[config.mk]
export PLATFORM = sky130hd
export DESIGN_NAME = lookup_fsm
export DESIGN_NICKNAME = d
export VERILOG_FILES = /design/src/lookup_fsm.sv
export SDC_FILE = /design/constraint.sdc
export NUM_CORES = 1
export LEC_CHECK = 0
export ABC_AREA = 1
export BUFFER_PORTS_ARGS = -buffer_cell sky130_fd_sc_hd__buf_2
export CORE_AREA = 2 2 39 41
export DETAILED_ROUTE_END_ITERATION = 8
export DIE_AREA = 0 0 41 43
export PLACE_DENSITY_LB_ADDON = 0.3
export SLEW_MARGIN = 20
export SYNTH_ARGS = -nofsm -noshare
export SYNTH_HDL_FRONTEND = slang
export SYNTH_SLANG_ARGS = --single-unit
export TNS_END_PERCENT = 20
[constraint.sdc]
create_clock -name clk -period 1.25 [get_ports clk]
set_input_delay 0.125 -clock clk [delete_from_list [all_inputs] [get_ports clk]]
set_output_delay 0.125 -clock clk [all_outputs]
set_load 0.005 [all_outputs]
[src/lookup_fsm.sv]
`timescale 1ns/1ps

module lookup_fsm (
   input  logic clk,
   input  logic ctrl_reset,
   input  logic cpu_req,
   input  logic hit,
   input  logic fill_done,
   output logic refill_start,
   output logic cpu_ack,
   output logic hit_event,
   output logic miss_event
);

   localparam logic [2:0] S_IDLE    = 3'd0;
   localparam logic [2:0] S_LOOKUP  = 3'd1;
   localparam logic [2:0] S_REFILL  = 3'd2;
   localparam logic [2:0] S_REREAD  = 3'd3;
   localparam logic [2:0] S_RESPOND = 3'd4;
   localparam logic [2:0] S_SETTLE  = 3'd5;

   logic [2:0] state;

   ////////////////////////////////////////
   // request sequencing
   ////////////////////////////////////////
   always_ff @(posedge clk or posedge ctrl_reset)
   begin
      if (ctrl_reset)
      begin
         state        <= S_IDLE;
         refill_start <= 1'b0;
         cpu_ack      <= 1'b0;
         hit_event    <= 1'b0;
         miss_event   <= 1'b0;
      end
      else
      begin
         // all outputs are single cycle pulses
         refill_start <= 1'b0;
         cpu_ack      <= 1'b0;
         hit_event    <= 1'b0;
         miss_event   <= 1'b0;

         case (state)
            S_IDLE:
               if (cpu_req)
                  state <= S_LOOKUP;   // array read starts on this edge

            S_LOOKUP:
            begin
               // tag and valid were read on the previous edge
               if (hit)
               begin
                  state     <= S_RESPOND;
                  hit_event <= 1'b1;
               end
               else
               begin
                  state        <= S_REFILL;
                  refill_start <= 1'b1;
                  miss_event   <= 1'b1;
               end
            end

            S_REFILL:
               if (fill_done)
                  state <= S_REREAD;   // tag written on this edge

            S_REREAD:
               state <= S_RESPOND;    // word read again from the filled line

            S_RESPOND:
            begin
               cpu_ack <= 1'b1;
               state   <= S_SETTLE;
            end

            // requester drops cpu_req while we sit here
            S_SETTLE:
               state <= S_IDLE;

            default:
               state <= S_IDLE;
         endcase
      end
   end

endmodule

After elaboration in Yosys (flattened, before gate mapping). Cells that the tools add are included.

Input port bits: 5. Flip-flop bits (word level): 6.

Equal/unequal tests: 6. Multiplexer cells: 9. Reduce and logical (&&, ||, !) cells: 2.

Operator list (count): case mux 3 bit (5 select lines) (1); two-way mux 3 bit (3); == test 3 x 2 -> 1 bit, second input constant (2); two-way mux 1 bit (5); != test 2 bit, second input constant (2); == test 3 x 1 -> 1 bit, second input constant (1); == test 3 bit, second input constant (1); zero test 3 bit (1); AND reduction 2 bit (1).

Logic depth before layout (Yosys ltp). Gate-level depths: netlist of the first run.

Word-level depth: 3. Gate-level depth with buffers: 5.

Worst setup path before layout of the first run. OpenSTA, ideal clock, no wires.

Path type: register to register. Start point: register state[0]. End point: register state[0]. Stages on the path, launching flop included: 5. Data arrival time: 0.662 ns. Slack: 0.467 ns. Cells stage by stage: dfrtp_1 > nor2_2 > nand3_1 > nand2_1 > nor2_1.

Longest elaborated chain between the ends: 3. Elaborated cells between the ends (all ways): 9.

RTL lines: start, declared (line 22) `logic [2:0] state;`; start signal, assigned (line 31) `state <= S_IDLE;`; start signal, assigned (line 48) `state <= S_LOOKUP;`; start signal, assigned (line 55) `state <= S_RESPOND;`; == test 3 x 2 -> 1 bit / zero test 3 bit (equally long branches) (line 45) `case (state)`; != test 2 bit (no source line); AND reduction 2 bit (no source line).

Parallel ways exist; a longest one is shown, timed or not. A chain may end at the register's enable or synchronous reset.

==> results.yml, run 1 <==
logic_synthesis:
  syn_avg_cell_area_um2: 8.68
  yosysMostFrequentCell: "dfrtp_1"
  synth-seq-area-share: 0.577
  synth_area_leaders: "dfrtp_1 58%, nand2_1 7.2%, nand3_1 5.8%"
  synth_fp_nets: 35
  synth_ff_type: "dfrtp_1"
  async_flop_share: 1.00
  yosysTopAreaCell: "dfrtp_1"
  synthTopCellsByCount: "6 x dfrtp_1, 5 x nand2_1, 4 x nor2_1"
  netlist_area_um2: 260
  ys_types: 11
  synth_edf_count: 0
  synthCells: 30
  synth-seq-cells: 6
  netlist.area_leader.share: 0.577
  synth_warnings: 0
clock_tree:
  cts_setup_buffers: 0
  cts_resized: 0
  tritoncts: "yes"
  clock_sink_count: 6
  htree_num_levels: 1
  clk_path_buf_depth: 2
  cts-root-buf: "clkbuf_4"
  clk_latency_ps: 240
  clk_pin_slew_ps: 40
  numCtsBuffers: 3
timing:
  min_period_ps: 844
  worst_slew_pin_slew_ps: 224
  drv_slew: 0
  hold_ws_ps: 135
  setup_viol: 0
  fmax_ghz: 1.18
  rsz0062_at_grt: "no"
  relSlewSlack: 0.851
  finalHoldViolCount: 0
  tns_ps: 0
  skew_ps: 0.957
  fin_crit_sh: 0.676
  setup_slack_ps: 406
layout:
  diodes: 0
  layout-drive-gt1-share: 0.390
  utilization: 0.250
  final_nets: 48
  syn2layout_area_growth_pct: 32.7
detailed_routing:
  vias_per_cell: 3.63
  via_count: 207
  drtAntennaViolNets: 0
  drc: 0
  first_pass_iters: 1
  drtIter0Drc: 0
  wl_per_cell_um: 7.23
  wirelength_um: 412
pwr:
  report.power.total_uw: 745
  powerDensity_mw_per_mm2: 2160
  peakVddDrop_mv: 0.571
  p_leak_nw: 0.194
floorplan:
  num_io_pins: 9
  dieArea_mm2: 0.00176
  die_x_um: 41
  std_cell_rows: 14
  die_h_um: 43
  initial_utilization: 0.188
  core_mm2: 0.00138
setup_path:
  cp.required_ps: 1120
  crit_buf_inv: 1
  path_cells: "buf_2"
  cp_slowest_cell: "dfrtp_1"
  cpPeakStageDelay_ps: 360
  end_kind: "output pin"
  critPathMaxFanout: 2
  crit_family: "flip-flops"
  worstSetupPathType: "reg -> out"
  worstPathArrival_ps: 720
  startpoint_type: "flop"
placement:
  gp_congestion: 0.765
  post-place-ws_ps: 415
  port_buffers: 8
  post-dp-hpwl_um: 326
global_routing:
  grt_pass1_vias: 187
  grt_pass1_wl_um: 731
  grt_max_degree: 8
  met1_usage: 0.0844
  grt.total_usage: 0.0705
  use_met2: 0.0719
  antenna_found_initial: 0
  top_usage_layer: "met1"
  grt-ovfl-total: 0
  met3_usage: 0.0785
worst_hold_path:
  hp-class: "in -> reg"
job:
  cap_violations: 0
run_status:
  status: "finished clean"
## what timing repair did
| action | 4_1_cts | 5_1_grt |
|---|---|---|
| hold buffers | 1 | 0 |
| endpoints found under the setup margin | 0 | 0 |
| endpoints found under the hold margin | 6 | 0 |
## registers in the layout, summed over array words and instances, names as in the netlist
name and cells:
state 3, miss_event 1, cpu_ack 1, hit_event 1
## layer usage
layer	share of wire	up-vias
li1	-	113
met1	0.46	85
met2	0.41	9
met3	0.12	0
met4	0	0
met5	0	-
## report_power, final
part | total [mW] | switching (mW) | internal [mW]
clock | 0.173 | 0.0651 | 0.108
combinational | 0.251 | 0.151 | 0.0992
sequential | 0.322 | 0.0496 | 0.272
total | 0.745 | 0.266 | 0.479
## cells in the final DEF (no fill, tap or decap)
cell type / synthesis / final
buf_2: 0 / 8
clkbuf_4: 0 / 3
dfrtp_1: 6 / 6
dlygate4sd3_1: 0 / 1
inv_1: 3 / 3
inv_2: 3 / 3
nand2_1: 5 / 5
nand3_1: 3 / 3
nor2_1: 4 / 4
nor2_2: 1 / 1
nor3_2: 1 / 1
o21ai_0: 2 / 2
o21ai_1: 1 / 1
## kinds of logic (layout without fill, tap and decap cells)
group	Yosys count	in the layout	share of synthesized area
AO/OA/AOI/OAI	3	3	0.0577
buffers and inverters	7	18	0.115
flip-flops	6	6	0.577
AND/OR/NAND/NOR	14	14	0.250
## worst paths after layout
kind                                      start                    to  slack, ps  cells after the start
setup / recovery           miss_event$_DFF_PP0_          refill_start        410                      1
hold / removal                              hit   hit_event$_DFF_PP0_        130                      3
setup reg to reg           state[1]$_DFFE_PP0P_  state[2]$_DFFE_PP0P_        420                      4
hold reg to reg            state[1]$_DFFE_PP0P_   hit_event$_DFF_PP0_        460                      1
max in group asynchronous            ctrl_reset     cpu_ack$_DFF_PP0_        730                      3
min in group asynchronous            ctrl_reset  state[1]$_DFFE_PP0P_        330                      3
## metrics by stage
| step | instances | instance area, um2 |
|---|---|---|
| 2_1_floorplan | 30 | 260 |
| 3_3_place_gp | 53 | 313 |
| 6_report | 57 | 345 |
| 5_1_grt | 57 | 345 |
| 3_5_place_dp | 53 | 313 |
| 4_1_cts | 57 | 345 |
## layout make-up
cell class / count / area, um2
sequential: 6 / 150
timing repair buffer: 9 / 50.0
tap: 16 / 20.0
fill: 159 / 1040
inverter: 6 / 22.5
multi-input combinational: 17 / 80.1
clock buffer: 3 / 22.5
Power figures use the tool's default switching activity.
==> run 2: changes to the inputs <==
--- a/config.mk
+++ b/config.mk
@@ -5,7 +5,7 @@
 export SDC_FILE = /design/constraint.sdc
 export NUM_CORES = 1
 export LEC_CHECK = 0
-export ABC_AREA = 1
+export ABC_AREA = 0
 export BUFFER_PORTS_ARGS = -buffer_cell sky130_fd_sc_hd__buf_2
 export CORE_AREA = 2 2 39 41
 export DETAILED_ROUTE_END_ITERATION = 8
==> constraint.sdc (replaced) <==
create_clock -name clk -period 0.8 [get_ports clk]
set_input_delay 0.08 -clock clk [delete_from_list [all_inputs] [get_ports clk]]
set_output_delay 0.08 -clock clk [all_outputs]
set_load 0.005 [all_outputs]
==> results.yml, run 2 <==
pwr:
  clockPowerShare: 0.219
  internal-power_uw: 893
  powerDensity_mw_per_mm2: 3230
  p_leak_nw: 0.190
  pwr-share-seq: 0.429
  combPwrFrac: 0.351
  peakVddDrop_mv: 0.717
  power.switching_uw: 356
  switching_share: 0.285
layout:
  diodes: 0
  final_cell_mix: "8 x buf_2, 4 x dfrtp_1, 3 x clkbuf_4"
  stdcell_area_um2: 387
  largest_register_ffs: 3
  final_nets: 41
  top_register: "state"
  final_common_cell: "buf_2"
  syn2layout_area_growth_pct: 53.0
  final_cell_count_no_fill: 50
  layout-drive-gt1-share: 0.588
placement:
  gp_congestion: 0.610
  post-dp-hpwl_um: 410
  dpl-instance-area_um2: 328
  port_buffers: 8
  place_inst: 45
detailed_routing:
  m1WireLength_um: 169
  highest_layer: "met3"
  drc: 0
  first_pass_iters: 1
  via_count: 201
  met2WireLength_um: 311
  drtAntennaViolNets: 0
  wl_per_cell_um: 10.1
  dr_wl_met3_um: 26
  wirelength_um: 507
  vias_per_cell: 4.02
  drtIter0Drc: 0
setup_path:
  worstSetupPathType: "reg -> reg"
  cp.required_ps: 960
  cpPeakStageDelay_ps: 430
  crit_family: "flip-flops"
  regToRegSetupSlack_ps: -140
  critPathMaxFanout: 4
  timing.rr.start: "state[1]$_DFFE_PP0P_"
  crit_buf_inv: 1
  cp-startpoint: "state[1]$_DFFE_PP0P_"
  rr_endpoint: "state[2]$_DFFE_PP0P_"
  worstPathArrival_ps: 1100
  path_cells: "buf_6 > nor3b_2 > o21bai_1"
  startpoint_type: "flop"
  r2r_cells: 3
  cp_slowest_cell: "dfrtp_2"
  end_kind: "flop"
global_routing:
  grt_pass1_wl_um: 821
  grt.total_usage: 0.0779
  grt_max_degree: 7
  grt_pass1_vias: 219
  antenna_found_initial: 0
  grt-ovfl-total: 0
timing:
  setup_slack_ps: -138
  relSlewSlack: 0.837
  drv_slew: 0
  worst_slew_pin_slew_ps: 245
  fmax_ghz: 1.07
  rsz0062_at_grt: "yes"
  fin_crit_sh: 1.17
  setup_viol: 7
  finalHoldViolCount: 0
  hold_ws_ps: 61.8
  skew_ps: 1.24
  min_period_ps: 938
worst_hold_path:
  hold_path.startpoint: "hit"
  worstHoldEndpoint: "miss_event$_DFF_PP0_"
  min_delay_path_depth: 2
  hp-class: "in -> reg"
logic_synthesis:
  synth_warnings: 0
  synth_fp_nets: 24
  netlist_area_um2: 253
  synth_ff_type: "dfrtp_1"
  synth_edf_count: 0
  yosysTopAreaCell: "dfrtp_1"
  ys_types: 13
  synth-seq-area-share: 0.594
  synth-seq-cells: 6
  yosysMostFrequentCell: "dfrtp_1"
  netlist.area_leader.share: 0.594
  synthTopCellsByCount: "6 x dfrtp_1, 2 x o21bai_1"
  synthCells: 19
  syn_avg_cell_area_um2: 13.3
  synth_area_leaders: "dfrtp_1 59%, nor4b_2 5.9%, o21bai_1 5.9%"
  async_flop_share: 1.00
clock_tree:
  htree_num_levels: 1
  cts-root-buf: "clkbuf_4"
  numCtsBuffers: 3
  clk_pin_slew_ps: 40
  clk_path_buf_depth: 2
  clock_sink_count: 6
  clk_latency_ps: 240
  tritoncts: "yes"
run_status:
  violations: "negative setup slack"
  status: "finished, violations left"
floorplan:
  die_x_um: 41
  std_cell_rows: 14
  dieArea_mm2: 0.00176
  initial_utilization: 0.183
  die_h_um: 43
  num_io_pins: 9
  core_mm2: 0.00138
job:
  cap_violations: 0
-- run 2: worst max path at each step --
stage                           end  slack (ps)  cells after the start
2_1_floorplan  state[1]$_DFFE_PP0P_         -90                      2
3_3_place_gp   state[0]$_DFFE_PP0P_        -110                      3
3_5_place_dp   state[2]$_DFFE_PP0P_        -130                      3
4_1_cts        state[1]$_DFFE_PP0P_        -140                      2
5_1_grt        state[0]$_DFFE_PP0P_        -190                      3
6_report       state[2]$_DFFE_PP0P_        -140                      3
-- run 2: power by group through the flow --
stage	Combinational [mW]	Sequential [mW]	Clock [mW]
after detailed placement	0.379	0.514	0
after global placement	0.371	0.505	0
final	0.439	0.536	0.274
after floorplan	0.186	0.516	0
after global routing	0.484	0.553	0.306
after CTS	0.417	0.514	0.288
-- run 2: cell type report --
type | instances | area [um2]
clock buffers | 3 | 22.5
fillers | 149 | 997
inverters | 1 | 3.75
multi-input cells | 11 | 100
flip-flops and latches | 6 | 153
well taps | 16 | 20.0
repair buffers | 13 | 87.6
-- run 2: logic make-up after synthesis --
kind of cell           synth area share
AO/OA/AOI/OAI                    0.0792
AND/OR/NAND/NOR                   0.282
flip-flops                        0.594
buffers and inverters            0.0446
-- run 2: routing by layer --
| metal | track usage | vias to the layer above |
|---|---|---|
| li1 | - | 97 |
| met1 | 0.0528 | 99 |
| met2 | 0.125 | 5 |
| met3 | 0.0314 | 0 |
| met4 | 0.100 | 0 |
| met5 | 0 | - |
-- run 2: what timing repair did --
action | CTS | global route
setup endpoints to repair | 10 | 10
gates cloned | 0 | 0
hold buffers | 1 | 0
pin swaps | 2 | 4
endpoints found under the hold margin | 6 | 0
setup buffers | 1 | 0
resized for setup | 1 | 4
-- run 2: through the flow --
stage	setup WS [ps]	util	setup TNS (ps)	total power, mW
6_report	-138	0.279	-514	1.25
2_1_floorplan	-93.7	-	-120	0.703
4_1_cts	-141	0.269	-638	1.22
5_1_grt	-186	0.279	-845	1.34
3_5_place_dp	-133	0.237	-417	0.894
3_3_place_gp	-109	0.237	-326	0.877
==> run 3: changes to the inputs <==
--- a/config.mk
+++ b/config.mk
@@ -15,4 +15,3 @@
 export SYNTH_ARGS = -nofsm -noshare
 export SYNTH_HDL_FRONTEND = slang
 export SYNTH_SLANG_ARGS = --single-unit
-export TNS_END_PERCENT = 20
==> results.yml, run 3 (synthesis gave the netlist of run 2 again) <==
layout:
  fillCellCount: 149
  top_register: "state"
  largest_register_ffs: 3
  syn2layout_area_growth_pct: 53.0
  final_common_cell: "buf_2"
  multi_input_area_um2: 100
  stdcell_area_um2: 387
  final_cell_count_no_fill: 50
  layout-drive-gt1-share: 0.588
  final_cell_mix: "8 x buf_2, 4 x dfrtp_1, 3 x clkbuf_4"
  final_nets: 41
  regArea_um2: 153
  diodes: 0
detailed_routing:
  wirelength_um: 494
  dr_wl_met3_um: 28
  met2WireLength_um: 308
  drtIter0Drc: 2
  first_pass_iters: 4
  drc: 0
  vias_per_cell: 4.00
  m1WireLength_um: 157
  drtAntennaViolNets: 0
  via_count: 200
  highest_layer: "met3"
  wl_per_cell_um: 9.88
clock_tree:
  htree_num_levels: 1
  clk_latency_ps: 240
  clk_pin_slew_ps: 50
  tritoncts: "yes"
  clock_sink_count: 6
  numCtsBuffers: 3
  clk_path_buf_depth: 2
  cts-root-buf: "clkbuf_4"
pwr:
  powerDensity_mw_per_mm2: 3220
  report.power.total_mw: 1.25
  peakVddDrop_mv: 0.723
  p_leak_nw: 0.190
global_routing:
  grt_pass1_wl_um: 821
  antenna_found_initial: 0
  grt_pass1_vias: 219
  grt.total_usage: 0.0779
  grt_max_degree: 7
  grt-ovfl-total: 0
floorplan:
  initial_utilization: 0.183
  dieArea_mm2: 0.00176
  num_io_pins: 9
  core_mm2: 0.00138
  die_h_um: 43
  std_cell_rows: 14
  die_x_um: 41
placement:
  dpl-instance-area_um2: 328
  gp_congestion: 0.610
  port_buffers: 8
  post-dp-hpwl_um: 410
  place_inst: 45
job:
  cap_violations: 0
timing:
  worst_slew_pin_slew_ps: 229
  tns_ps: -512
  skew_ps: 2.10
  hold_ws_ps: 62.6
  min_period_ps: 935
  fmax_ghz: 1.07
  relSlewSlack: 0.847
  drv_slew: 0
  setup_slack_ps: -135
  rsz0062_at_grt: "yes"
  setup_viol: 8
  finalHoldViolCount: 0
  fin_crit_sh: 1.17
setup_path:
  regToRegSetupSlack_ps: -140
  worstSetupPathType: "reg -> reg"
  cp.required_ps: 960
  worstPathArrival_ps: 1100
  critPathMaxFanout: 4
  r2r_cells: 3
  startpoint_type: "flop"
  end_kind: "flop"
worst_hold_path:
  min_delay_path_depth: 2
  hp-class: "in -> reg"
run_status:
  violations: "negative setup slack"
  status: "finished, violations left"
[run 3: cell counts in the layout (fill, tap and decap cells not counted)]
Identical to the previous run, type by type.
[run 3: area by class of cell]
class,instances,share of cell area
flip-flops and latches,6,0.395
multi-input cells,11,0.259
repair buffers,13,0.227
clock buffers,3,0.0583
well taps,16,0.0518
inverters,1,0.00971
[run 3: path summary, 6_finish.rpt]
check / end / from
max in group asynchronous: state[2]$_DFFE_PP0P_ / ctrl_reset
max: state[2]$_DFFE_PP0P_ / state[1]$_DFFE_PP0P_
min: miss_event$_DFF_PP0_ / hit
max reg2reg: state[2]$_DFFE_PP0P_ / state[1]$_DFFE_PP0P_
min in group asynchronous: state[0]$_DFFE_PP0P_ / ctrl_reset
min reg2reg: miss_event$_DFF_PP0_ / state[1]$_DFFE_PP0P_
[run 3: timing repair]
action | in CTS | in global routing
resized for setup | 2 | 3
hold buffers | 1 | 0
endpoints found under the setup margin | 10 | 10
pin swaps | 2 | 1
hold endpoints to repair | 6 | 0
setup buffers | 1 | 0
[run 3: metrics by stage]
step / utilization / worst slack [ps]
CTS: 0.271 / -141
finish: 0.279 / -135
detailed placement: 0.237 / -133
global route: 0.279 / -177
global placement: 0.237 / -109
floorplan: - / -93.7
[run 3: critical path, cell delays in order (launching register included)]
cell and delay, ps:
dfrtp_2 430, buf_6 130, nor3b_2 170, o21bai_1 130
[run 3: power by group]
group	switching [mW]	internal, mW
clock network	0.105	0.169
registers	0.116	0.421
logic	0.135	0.301
[run 3: metal layers]
layer	vias to the layer above	global-route usage
met4	0	0.100
met2	7	0.125
met5	-	0
met3	0	0.0314
met1	96	0.0528
li1	97	-
