==> config.mk <==
export PLATFORM = sky130hd
export DESIGN_NAME = refill_burst
export DESIGN_NICKNAME = d
export VERILOG_FILES = /design/src/cache_pkg.sv /design/src/refill_burst.sv
export SDC_FILE = /design/constraint.sdc
export NUM_CORES = 1
export LEC_CHECK = 0
export ABC_AREA = 1
export BUFFER_PORTS_ARGS = -buffer_cell sky130_fd_sc_hd__buf_2
export CORE_ASPECT_RATIO = 1.1
export CORE_MARGIN = 2
export CORE_UTILIZATION = 41
export DETAILED_ROUTE_END_ITERATION = 8
export PLACE_DENSITY_LB_ADDON = 0.15
export SETUP_SLACK_MARGIN = 0.05
export SYNTH_ARGS = -nofsm -noshare
export SYNTH_HDL_FRONTEND = slang
export SYNTH_SLANG_ARGS = --single-unit
==> constraint.sdc <==
create_clock -name clk -period 1.8 [get_ports clk]
set_input_delay 0.09 -clock clk [delete_from_list [all_inputs] [get_ports clk]]
set_output_delay 0.09 -clock clk [all_outputs]
set_load 0.05 [all_outputs]
==> src/cache_pkg.sv <==
package cache_pkg;

   ////////////////////////////////////////
   // cache geometry
   ////////////////////////////////////////
   localparam int ADDR_W     = 30;                // byte address, top two bits dropped
   localparam int WORD_W     = 32;
   localparam int INDEX_W    = 6;                 // 64 lines
   localparam int WORD_SEL_W = 4;                 // 16 words per line
   localparam int TAG_W      = ADDR_W - (INDEX_W + WORD_SEL_W + 2);
   localparam int LINE_WORDS = 1 << WORD_SEL_W;   // also the burst length

   // fixed AXI burst fields
   localparam logic [2:0] AXI_SIZE_WORD  = 3'b010;   // 4 bytes per beat
   localparam logic [1:0] AXI_BURST_INCR = 2'b01;

   // one request address, flat or split into its fields
   typedef union packed {
      logic [ADDR_W-1:0] flat;
      struct packed {
         logic [TAG_W-1:0]      tag;
         logic [INDEX_W-1:0]    index;
         logic [WORD_SEL_W-1:0] word;
         logic [1:0]            byte_off;   // always zero for word access
      } fields;
   } cache_addr_t;

   // statistics port codes, anything else reads zero
   localparam logic [3:0] STAT_HITS       = 4'd0;
   localparam logic [3:0] STAT_MISSES     = 4'd1;
   localparam logic [3:0] STAT_TOTAL      = 4'd2;
   localparam logic [3:0] STAT_INVALIDATE = 4'd15;

endpackage

==> src/refill_burst.sv <==
`timescale 1ns/1ps

module refill_burst (
   input  logic                               clk,
   input  logic                               ctrl_reset,
   input  logic                               refill_start,
   input  cache_pkg::cache_addr_t             cpu_addr,
   output logic [31:0]                        ar_addr,
   output logic                               ar_valid,
   input  logic                               ar_ready,
   input  logic                               r_valid,
   output logic                               r_ready,
   input  logic                               r_last,
   output logic                               fill_we,
   output logic [cache_pkg::WORD_SEL_W-1:0]   fill_word,
   output logic                               fill_done
);

   localparam logic [1:0] B_IDLE = 2'd0;
   localparam logic [1:0] B_ADDR = 2'd1;
   localparam logic [1:0] B_DATA = 2'd2;

   logic [1:0]             state;
   logic [cache_pkg::WORD_SEL_W-1:0] beat_cnt;
   cache_pkg::cache_addr_t line_addr;

   // request address with word and byte bits cleared
   always_comb
   begin
      line_addr                 = cpu_addr;
      line_addr.fields.word     = '0;
      line_addr.fields.byte_off = '0;
   end

   always_ff @(posedge clk)
   begin
      if (refill_start && state == B_IDLE)
         ar_addr <= {2'b00, line_addr.flat};
   end

   ////////////////////////////////////////
   // address phase and beat counting
   ////////////////////////////////////////
   always_ff @(posedge clk or posedge ctrl_reset)
   begin
      if (ctrl_reset)
      begin
         state     <= B_IDLE;
         ar_valid  <= 1'b0;
         r_ready   <= 1'b0;
         beat_cnt  <= '0;
         fill_done <= 1'b0;
      end
      else
      begin
         fill_done <= 1'b0;
         case (state)
            B_IDLE:
               if (refill_start)
               begin
                  ar_valid <= 1'b1;
                  state    <= B_ADDR;
               end
            B_ADDR:
               if (ar_ready)   // held until accepted
               begin
                  ar_valid <= 1'b0;
                  r_ready  <= 1'b1;
                  beat_cnt <= '0;
                  state    <= B_DATA;
               end
            B_DATA:
               if (r_valid)
               begin
                  beat_cnt <= beat_cnt + 1'b1;
                  if (r_last)   // burst end, not the count
                  begin
                     r_ready   <= 1'b0;
                     fill_done <= 1'b1;
                     state     <= B_IDLE;
                  end
               end
            default:
               state <= B_IDLE;
         endcase
      end
   end

   assign fill_we   = (state == B_DATA) && r_valid && r_ready;
   assign fill_word = beat_cnt;   // next free slot in the line

endmodule
# Yosys cells after proc, flatten, opt, wreduce, memory -nomap -nowiden
# Index checks and enable logic that the tools add are counted.
# op_classes
n_reduce_logical,10
mux,18
eq_ne,6
addsub,1
# op_table
operator,n
1-bit two-way mux,8
2-bit two-way mux,4
4-bit two-way mux,2
2-bit inequality test (second input constant),4
4-bit case mux with 2 select lines,1
4-bit AND reduction,2
2-bit case mux with 3 select lines,1
3-bit AND reduction,2
4-bit by 1-bit adder with 4-bit output (second input constant),1
1-bit case mux with 2 select lines,2
2-bit nonzero test,2
1-bit logical AND,3
2-bit by 1-bit == test with 1-bit output (second input constant),1
2-bit == test (second input constant),1
2-bit logical NOT,1
# totals
out_inout_bits,40
regBits,33
in_bits,36
elab_cells,41

# Depth between registers and ports, before layout
# Gate-level depths: netlist (run 1).
# logic_depth
ltp_word,3
ltp_mapped,6
ltp_nobuf,6

# Least setup slack after synthesis (run 1)
# Ideal clock, no wire load.
# synth_timing
path_type,reg-to-output
start,reg r_ready
end,out fill_we
stages_incl_launch_ff,3
n_path_buf,0
slack_ps,321
t_required_ps,1710
t_arrival_ps,1389
cell_sequence,dfrtp_1 > inv_1 > nor2_1
# synth_between
elab_chain_cells,1
# synth_lines
item,line_no,source
"start, declared",refill_burst.sv:12,"output logic r_ready,"
"start signal, assigned",refill_burst.sv:50,r_ready <= 1'b0;
"start signal, assigned",refill_burst.sv:68,r_ready <= 1'b1;
"start signal, assigned",refill_burst.sv:78,r_ready <= 1'b0;
1-bit logical AND,refill_burst.sv:89,assign fill_we = (state == B_DATA) && r_valid && r_ready;
"end, declared",refill_burst.sv:14,"output logic fill_we,"
# Every way passes these cells.

# Final worst setup path (run 1)
# layout_timing
start,reg state[0]
end,out fill_we
# layout_between
elab_chain_cells,3
# layout_lines
item,line_no,source
"start, declared",refill_burst.sv:23,logic [1:0] state;
"start signal, assigned",refill_burst.sv:48,state <= B_IDLE;
"start signal, assigned",refill_burst.sv:62,state <= B_ADDR;
"start signal, assigned",refill_burst.sv:70,state <= B_DATA;
2-bit == test,refill_burst.sv:89,
1-bit logical AND (2 in series),refill_burst.sv:89,
# Every way passes these cells.

==> results of run 1 <==
-- worst max-delay path, cell delays in order, from the launching register on --
cell and delay (ns):
dfrtp_1 0.39, inv_1 0.14, nand3_4 0.13, nor2_1 0.11, buf_2 0.27
-- worst paths after layout --
check                        startpoint           to  cells after the start
hold reg to reg                ar_valid     ar_valid                      2
hold / removal             refill_start     ar_valid                      3
max in group asynchronous    ctrl_reset     ar_valid                      3
setup / recovery               state[0]      fill_we                      4
setup reg to reg               state[1]  ar_addr[15]                      4
min in group asynchronous    ctrl_reset     state[1]                      3
-- through the flow --
step	total power (µW)	instances	setup WS (ns)	cell area, µm²	hold WS (ns)
after global placement	2070	177	0.529	1530	0.0622
after CTS	2520	212	0.317	1850	0.0153
after global routing	2620	212	0.218	1850	0.0539
after detailed placement	2100	177	0.473	1530	0.0681
final	2490	212	0.354	1850	0.0267
after floorplan	1880	90	0.321	1230	-0.0821
-- flip-flops by register name, summed over array words and instances, names as in the netlist --
name,count
ar_addr,24
fill_done,1
state,2
r_ready,1
fill_word,4
ar_valid,1
-- layout by cell type, fill, tap and decap left out --
master         netlist  final
inv_1                8      8
nor2_2               1      1
nand2_1             15     15
xor2_1               1      1
buf_4                8      1
buf_2                0     61
edfxtp_1            24     24
ha_1                 1      1
dfrtp_1              9      9
dlygate4sd3_1        0     27
clkinv_1             0      2
nand2_2              1      1
o21ai_0              1      1
clkinv_2             0      1
nand3_1              6      6
nor2_1               5      5
o31ai_1              1      1
clkbuf_4             0      5
conb_1               1      8
nand3_4              1      1
-- power groups by stage --
stage	Combinational, µW	Clock (µW)	Sequential, µW
final	1020	371	1090
after global routing	1090	418	1120
after CTS	1030	386	1100
after detailed placement	987	0	1110
after global placement	968	0	1100
after floorplan	248	0	1630
-- Yosys cell counts --
cell / instances / area [µm²]
conb_1: 1 / 3.75
nand3_4: 1 / 17.5
nand2_1: 15 / 56.3
nor2_1: 5 / 18.8
nand2_2: 1 / 6.26
dfrtp_1: 9 / 225
xor2_1: 1 / 8.76
o31ai_1: 1 / 7.51
edfxtp_1: 24 / 721
buf_4: 8 / 60.1
nor2_2: 1 / 6.26
inv_1: 8 / 30.0
ha_1: 1 / 12.5
o21ai_0: 1 / 5.00
nand3_1: 6 / 30.0
-- cell families (layout without fill, tap and decap cells) --
logic type | after synthesis | count (layout) | share of synthesized area [%]
flops | 33 | 33 | 78.3
xor+xnor | 1 | 1 | 0.725
buf+inv | 16 | 105 | 7.45
simple gates | 29 | 29 | 11.2
compound gates | 2 | 2 | 1.04
fa+ha+maj | 1 | 1 | 1.04
other cells | 1 | 8 | 0.310
-- cell type report --
cell class / count / share of cell area, %
clock buffers: 5 / 2.03
clock inverters: 3 / 0.677
inverters: 8 / 1.62
multi-input cells: 41 / 10.8
flip-flops and latches: 33 / 51.2
well taps: 33 / 2.23
repair buffers: 89 / 31.5
-- layer usage --
layer | share of wire, % | up-vias | track usage [%]
met2 | 53 | 40 | 28.2
met1 | 37 | 411 | 16.9
met5 | 0 | - | 0
met4 | 1.8 | 0 | 7.32
li1 | - | 452 | -
met3 | 8.1 | 6 | 6.61
-- repair_timing --
action                     4_1_cts  5_1_grt
hold buffers                    27        0
setup endpoints to repair        0        0
hold endpoints to repair        35        0
==> impl_metrics.env, run 1 <==
export IMPL_status="finished clean"
export IMPL_nets=215
export IMPL_postCtsSetupRepairBufs=0
export IMPL_synth_area_mm2=0.00121
export IMPL_hold_path_class="primary input to flip-flop"
export IMPL_worstPathArrival_ns=1.36
export IMPL_seq_area_frac_synth_pct=78.3
export IMPL_root_buffer="clkbuf_4"
export IMPL_clk_pin_slew_ns=0.09
export IMPL_utilization_pct=66.6
export IMPL_antenna_left=0
export IMPL_grt_pass1_vias=851
export IMPL_cts_tree="done"
export IMPL_antenna_found_initial=0
export IMPL_p_comb_share_pct=41.1
export IMPL_drc=0
export IMPL_setup_violations=0
export IMPL_rows=20
export IMPL_diodes=0
export IMPL_core_mm2=0.00278
export IMPL_finalMaxSlewViolations=0
export IMPL_critPathCaptureType="output port"
export IMPL_gr_usage_all_layers_pct=15.9
export IMPL_fillers=218
export IMPL_dpl_hpwl_mm=1.69
export IMPL_clockPowerShare_pct=14.9
export IMPL_die_y_um=60.9
export IMPL_drt_first_pass_iters=2
export IMPL_post_drt_wl_per_cell_um=11.8
export IMPL_routed_via_density=4.29
export IMPL_finalHoldViolations=0
export IMPL_p_sw_uw=1100
export IMPL_vias=909
export IMPL_cts_sinks=33
export IMPL_io_buffers=61
export IMPL_final_setup_tns_ns=0
export IMPL_synth_area_per_cell_um2=14.6
export IMPL_grt_pass1_wl_mm=3.84
export IMPL_cts_max_path_buffers=2
export IMPL_ys_ff_latch=33
export IMPL_rsz0062_at_grt="no"
export IMPL_clk_latency_ns=0.32
export IMPL_drt_iter0_drc=25
export IMPL_skew_ns=0.00937
export IMPL_die_x_um=55.8
export IMPL_crit_required_ns=1.71
export IMPL_ctsResizeCount=0
export IMPL_area_growth_pct=53.0
export IMPL_wirelength_mm=2.50
export IMPL_multi_input_area_um2=199
export IMPL_swShare_pct=44.3
export IMPL_irDropWorstVdd_mv=0.877
export IMPL_htree_levels=2
export IMPL_numCtsBuffers=5
export IMPL_yosys_warnings=0
export IMPL_power_leakage_uw=0.000915
export IMPL_seq_area_um2=946
export IMPL_path_class="flip-flop to output port"
export IMPL_min_period_ns=1.45
export IMPL_cap_violations=0
export IMPL_internal_power_uw=1390
export IMPL_seq_power_share_pct=44.0
export IMPL_ff2ff_setup_slack_ns=0.47
export IMPL_max_freq_mhz=692
export IMPL_powerDensity_mw_per_mm2=1350
export IMPL_drive_gt1_share_pct=39.7
export IMPL_globalplace_congestion=0.654
export IMPL_synth_distinct_cells=15
export IMPL_cp_max_fo=8
export IMPL_die_area_mm2=0.00340
export IMPL_grt_max_degree=25
export IMPL_gr_total_overflow=0
export IMPL_period_share_pct=80.3
export IMPL_startpoint_type="flip-flop"
export IMPL_io_pins=76
export IMPL_synth_cells=83
export IMPL_start_util_pct=43.5
(Power assumes the default switching activity.)
==> run 2: changes to the inputs <==
Settings changed: ABC_AREA 1 to 0, CORE_UTILIZATION 41 to 38.
Clock period 1.8 ns to 1.3 ns, I/O delays scaled along.
==> impl_metrics.env, run 2 <==
export IMPL_yosys_area_top_type="edfxtp_1"
export IMPL_synth_cells=80
export IMPL_antenna_left=0
export IMPL_startpoint_type="flip-flop"
export IMPL_root_buffer="clkbuf_4"
export IMPL_synth_edf_count=24
export IMPL_clk_pin_slew_ns=0.10
export IMPL_finalHoldViolations=0
export IMPL_swShare_pct=40.7
export IMPL_rows=21
export IMPL_diodes=0
export IMPL_synth_flop_cell="edfxtp_1"
export IMPL_synth_area_per_cell_um2=15.7
export IMPL_finalPower_uw=4060
export IMPL_top_register="ar_addr"
export IMPL_yosys_warnings=0
export IMPL_ys_ff_latch=33
export IMPL_grt_max_degree=25
export IMPL_finalMaxSlewViolations=0
export IMPL_synth_commonest_cells="24 x edfxtp_1, 9 x buf_4, 9 x dfrtp_1"
export IMPL_synth_top_area_share_pct=57.4
export IMPL_io_buffers=61
export IMPL_hold_ws_ns=0.0240
export IMPL_endpoint="ar_addr[9]"
export IMPL_core_mm2=0.00310
export IMPL_skew_ns=0.00760
export IMPL_rsz0062_at_grt="yes"
export IMPL_status="finished, violations left"
export IMPL_gr_usage_all_layers_pct=15.4
export IMPL_cts_sinks=33
export IMPL_synth_area_mm2=0.00126
export IMPL_vias=989
export IMPL_drc=5
export IMPL_fin_cells=213
export IMPL_largest_reg_flops=24
export IMPL_synth_most_common_cell="edfxtp_1"
export IMPL_hold_path_class="primary input to flip-flop"
export IMPL_seq_area_frac_synth_pct=75.3
export IMPL_wirelength_mm=2.70
export IMPL_power_leakage_uw=0.000889
export IMPL_antenna_found_initial=0
export IMPL_globalplace_congestion=0.731
export IMPL_critPathCaptureType="flip-flop"
export IMPL_routed_via_density=4.64
export IMPL_reg2reg_from="state[1]"
export IMPL_area_growth_pct=59.3
export IMPL_cts_max_path_buffers=2
export IMPL_synth_area_leaders="edfxtp_1 57%, dfrtp_1 18%, buf_4 5.4%"
export IMPL_ff2ff_setup_slack_ns=0.01
export IMPL_io_pins=76
export IMPL_p_sw_uw=1650
export IMPL_gr_total_overflow=0
export IMPL_htree_levels=2
export IMPL_irDropWorstVdd_mv=1.29
export IMPL_start_util_pct=40.5
export IMPL_crit_required_ns=1.34
export IMPL_cts_tree="done"
export IMPL_p_comb_share_pct=42.9
export IMPL_path_class="flip-flop to flip-flop"
export IMPL_layout_common_cells="60 x buf_2, 26 x dlygate4sd3_1, 24 x edfxtp_1"
export IMPL_violations="DRC"
export IMPL_seq_power_share_pct=37.6
export IMPL_post_drt_wl_per_cell_um=12.7
export IMPL_r2r_end="ar_addr[9]"
export IMPL_dpl_hpwl_mm=1.76
export IMPL_powerDensity_mw_per_mm2=2030
export IMPL_min_period_ns=1.29
export IMPL_drt_first_pass_iters=8
export IMPL_cap_violations=0
export IMPL_die_y_um=64.3
export IMPL_die_x_um=58.8
export IMPL_setup_violations=0
export IMPL_rr_worst_depth=3
export IMPL_drt_iter0_drc=24
export IMPL_clockPowerShare_pct=19.4
export IMPL_worstPathArrival_ns=1.33
export IMPL_numCtsBuffers=5
export IMPL_cp_max_fo=24
export IMPL_grt_pass1_vias=913
export IMPL_grt_pass1_wl_mm=4.22
export IMPL_max_freq_mhz=776
export IMPL_final_common_cell="buf_2"
export IMPL_critPathLaunch="state[1]"
export IMPL_internal_power_uw=2410
export IMPL_async_flop_share_pct=27.3
export IMPL_synth_distinct_cells=25
export IMPL_clk_latency_ns=0.33
export IMPL_drive_gt1_share_pct=48.0
export IMPL_nets=215
export IMPL_dp_cells=175
export IMPL_period_share_pct=99.2
export IMPL_die_area_mm2=0.00378
## run 2: worst max-delay path: stages, from the launching register on
cell	delay, ns
dfrtp_2	0.42
buf_4	0.15
nor3b_4	0.22
buf_12	0.20
## run 2: cell families (layout without fill, tap and decap cells)
kind of cell,Yosys count,in the layout,share of synthesized area (%)
AOI/OAI and AO/OA,14,14,7.67
adders and majority gates,1,1,0.996
buffers and inverters,13,105,7.17
DFF,33,33,75.3
muxes,1,1,0.797
other,1,8,0.299
and+or+nand+nor,17,17,7.77
## run 2: power by group through the flow
stage | logic [µW] | registers (µW) | clock network, µW
after detailed placement | 1540 | 1580 | 0
final | 1740 | 1530 | 789
after global routing | 1850 | 1560 | 854
after global placement | 1530 | 1570 | 0
after floorplan | 520 | 2270 | 0
after CTS | 1740 | 1530 | 806
## run 2: worst min-delay path by stage
stage / from / end / slack [ns] / cells after the start
2_1_floorplan: ctrl_reset / ar_valid / -0.11 / 1
3_3_place_gp: ctrl_reset / fill_done / 0.05 / 2
3_5_place_dp: ctrl_reset / fill_done / 0.05 / 2
4_1_cts: r_last / fill_done / 0.002 / 3
5_1_grt: refill_start / state[0] / 0.009 / 3
6_report: refill_start / state[0] / 0.02 / 3
## run 2: cell type report
type | instances | area [µm²]
Clock inverter | 1 | 30.0
Multi-Input combinational cell | 41 | 270
Clock buffer | 7 | 55.1
Tap cell | 34 | 42.5
Inverter | 3 | 11.3
Timing Repair Buffer | 94 | 641
Fill cell | 255 | 1100
Sequential cell | 33 | 951
## run 2: per-layer routing
layer	GRT usage [%]	routed length [µm]	part of all wire, %	up-vias
li1	-	-	-	469
met1	17.2	1040	38	459
met5	0	0	0	-
met3	5.47	265	9.8	6
met2	24.4	1340	50	55
met4	9.66	53	2.0	0
## run 2: stage by stage
stage	worst slack, ns	cell area [µm²]	setup TNS [ns]	utilization [%]
finish	0.0109	2000	0	64.5
global route	-0.0461	2000	-0.207	64.5
CTS	0.0101	1980	0	64.0
detailed placement	0.0746	1610	0	51.8
global placement	0.0980	1610	0	51.8
floorplan	-0.372	1310	-9.06	-
## run 2: repair_timing
action / in CTS / in global routing
hold buffers: 25 / 1
endpoints found under the hold margin: 33 / 1
pin swaps: 1 / 1
endpoints found under the setup margin: 1 / 30
gates resized for setup: 4 / 2
buffers inserted: 4 / 0
==> run 3: changes to the inputs <==
Settings changed: CELL_PAD_IN_SITES_DETAIL_PLACEMENT from default to 0, CELL_PAD_IN_SITES_GLOBAL_PLACEMENT from default to 1, CORE_UTILIZATION 38 to 29.
==> impl_metrics.env, run 3 (synthesis results as in run 2) <==
export IMPL_antenna_found_initial=0
export IMPL_grtUsageMet1_pct=13.0
export IMPL_layout_common_cells="60 x buf_2, 25 x dlygate4sd3_1, 24 x edfxtp_1"
export IMPL_gr_usage_all_layers_pct=12.0
export IMPL_cts_tree="done"
export IMPL_period_share_pct=96.9
export IMPL_root_buffer="clkbuf_8"
export IMPL_crit_required_ns=1.29
export IMPL_globalRouteMet3Util_pct=4.48
export IMPL_finalPower_uw=4110
export IMPL_final_common_cell="buf_2"
export IMPL_worstPathArrival_ns=1.25
export IMPL_largest_reg_flops=24
export IMPL_io_pins=76
export IMPL_hold_path_class="primary input to flip-flop"
export IMPL_grt_max_degree=25
export IMPL_diodes=0
export IMPL_status="finished clean"
export IMPL_drive_gt1_share_pct=48.9
export IMPL_setup_violations=0
export IMPL_irDropWorstVdd_mv=0.874
export IMPL_post_dp_cell_area_mm2=0.00162
export IMPL_clk_latency_ns=0.27
export IMPL_post_drt_wl_per_cell_um=12.3
export IMPL_clk_pin_slew_ns=0.07
export IMPL_finalMaxSlewViolations=0
export IMPL_die_area_mm2=0.00488
export IMPL_rsz0062_at_grt="yes"
export IMPL_start_util_pct=29.7
export IMPL_p_sw_uw=1690
export IMPL_io_buffers=61
export IMPL_die_y_um=73.0
export IMPL_die_x_um=66.8
export IMPL_max_freq_mhz=794
export IMPL_htree_levels=2
export IMPL_core_mm2=0.00422
export IMPL_cts_max_path_buffers=2
export IMPL_dpl_hpwl_mm=1.84
export IMPL_numCtsBuffers=5
export IMPL_powerDensity_mw_per_mm2=1990
export IMPL_startpoint_type="flip-flop"
export IMPL_cp_top_family="buffers and inverters"
export IMPL_drc=0
export IMPL_drt_first_pass_iters=4
export IMPL_p_comb_share_pct=44.6
export IMPL_busiest_layer="met2"
export IMPL_reg2reg_from="state[0]"
export IMPL_clockPowerShare_pct=17.3
export IMPL_cts_sinks=33
export IMPL_holdPathStages=3
export IMPL_critPathCaptureType="flip-flop"
export IMPL_seq_power_share_pct=38.1
export IMPL_wirelength_mm=2.91
export IMPL_rr_worst_depth=4
export IMPL_critPathLaunch="state[0]"
export IMPL_area_growth_pct=64.5
export IMPL_top_register="ar_addr"
export IMPL_met2_usage_pct=21.3
export IMPL_utilization_pct=48.9
export IMPL_final_setup_tns_ns=0
export IMPL_path_class="flip-flop to flip-flop"
export IMPL_finalHoldViolations=0
export IMPL_vias=980
export IMPL_cap_violations=0
export IMPL_internal_power_uw=2420
export IMPL_crit_path_cell_trace="buf_6 > nor3b_4 > buf_6 > clkbuf_16"
export IMPL_antenna_left=0
export IMPL_hold_start="r_last"
export IMPL_grt_pass1_wl_mm=4.28
export IMPL_nets=218
export IMPL_gr_total_overflow=0
export IMPL_final_area_mm2=0.00207
export IMPL_swShare_pct=41.1
export IMPL_fillers=391
export IMPL_routed_via_density=4.15
export IMPL_hold_ws_ns=0.0684
export IMPL_drt_iter0_drc=31
export IMPL_globalplace_congestion=0.712
export IMPL_min_period_ns=1.26
export IMPL_grt_pass1_vias=970
export IMPL_cp_slowest_cell="dfrtp_1"
export IMPL_skew_ns=0.00516
export IMPL_crit_top_cell="buf_6"
export IMPL_max_stage_delay_ns=0.41
export IMPL_cp_max_fo=6
export IMPL_power_leakage_uw=0.000914
export IMPL_path_buf_inv=3
export IMPL_rows=25
export IMPL_cp_depth=4
run 3: worst register-to-register path, delay by kind of cell (launching register included):
family	cells	cell delay [ns]
DFF	1	0.41
and+or+nand+nor	1	0.16
buffers and inverters	3	0.41
run 3: final cells by class:
class / count / area [µm²] / area share, %
clock buffers: 6 / 72.6 / 3.51
clock inverters: 2 / 10.0 / 0.484
inverters: 3 / 11.3 / 0.545
multi-input cells: 41 / 265 / 12.8
flip-flops and latches: 33 / 951 / 46.0
well taps: 54 / 67.6 / 3.27
repair buffers: 97 / 689 / 33.4
run 3: worst paths after layout:
kind                       slack [ns]           end
min                              0.07     fill_done
max reg2reg                      0.04   ar_addr[13]
min in group asynchronous        0.30     fill_done
max in group asynchronous        0.71  fill_word[2]
min reg2reg                      0.52       r_ready
max                              0.04   ar_addr[13]
run 3: repair_timing:
action | CTS | global route
gates cloned | 0 | 2
buffers inserted | 6 | 1
hold endpoints to repair | 33 | 0
hold buffers | 25 | 0
pin swaps | 2 | 2
setup endpoints to repair | 28 | 26
resized for setup | 5 | 2
run 3: stage by stage:
step / setup WS, ns / instances
after floorplan: -0.372 / 87
after global placement: 0.0178 / 194
after detailed placement: -0.0289 / 194
after CTS: 0.0408 / 233
after global routing: 0.000737 / 236
final: 0.0409 / 236
run 3: power by group through the flow:
| stage | registers, µW | clock network (µW) | logic (µW) |
|---|---|---|---|
| 6_report | 1560 | 711 | 1830 |
| 2_1_floorplan | 2270 | 0 | 520 |
| 4_1_cts | 1560 | 746 | 1730 |
| 3_5_place_dp | 1590 | 0 | 1500 |
| 3_3_place_gp | 1590 | 0 | 1490 |
| 5_1_grt | 1590 | 800 | 1940 |
run 3: per-layer routing:
layer	part of all wire (%)	wire length, µm	up-vias
li1	-	-	478
met3	9.5	275	2
met4	0.45	13	0
met5	0	0	-
met2	50	1440	47
met1	40	1180	453
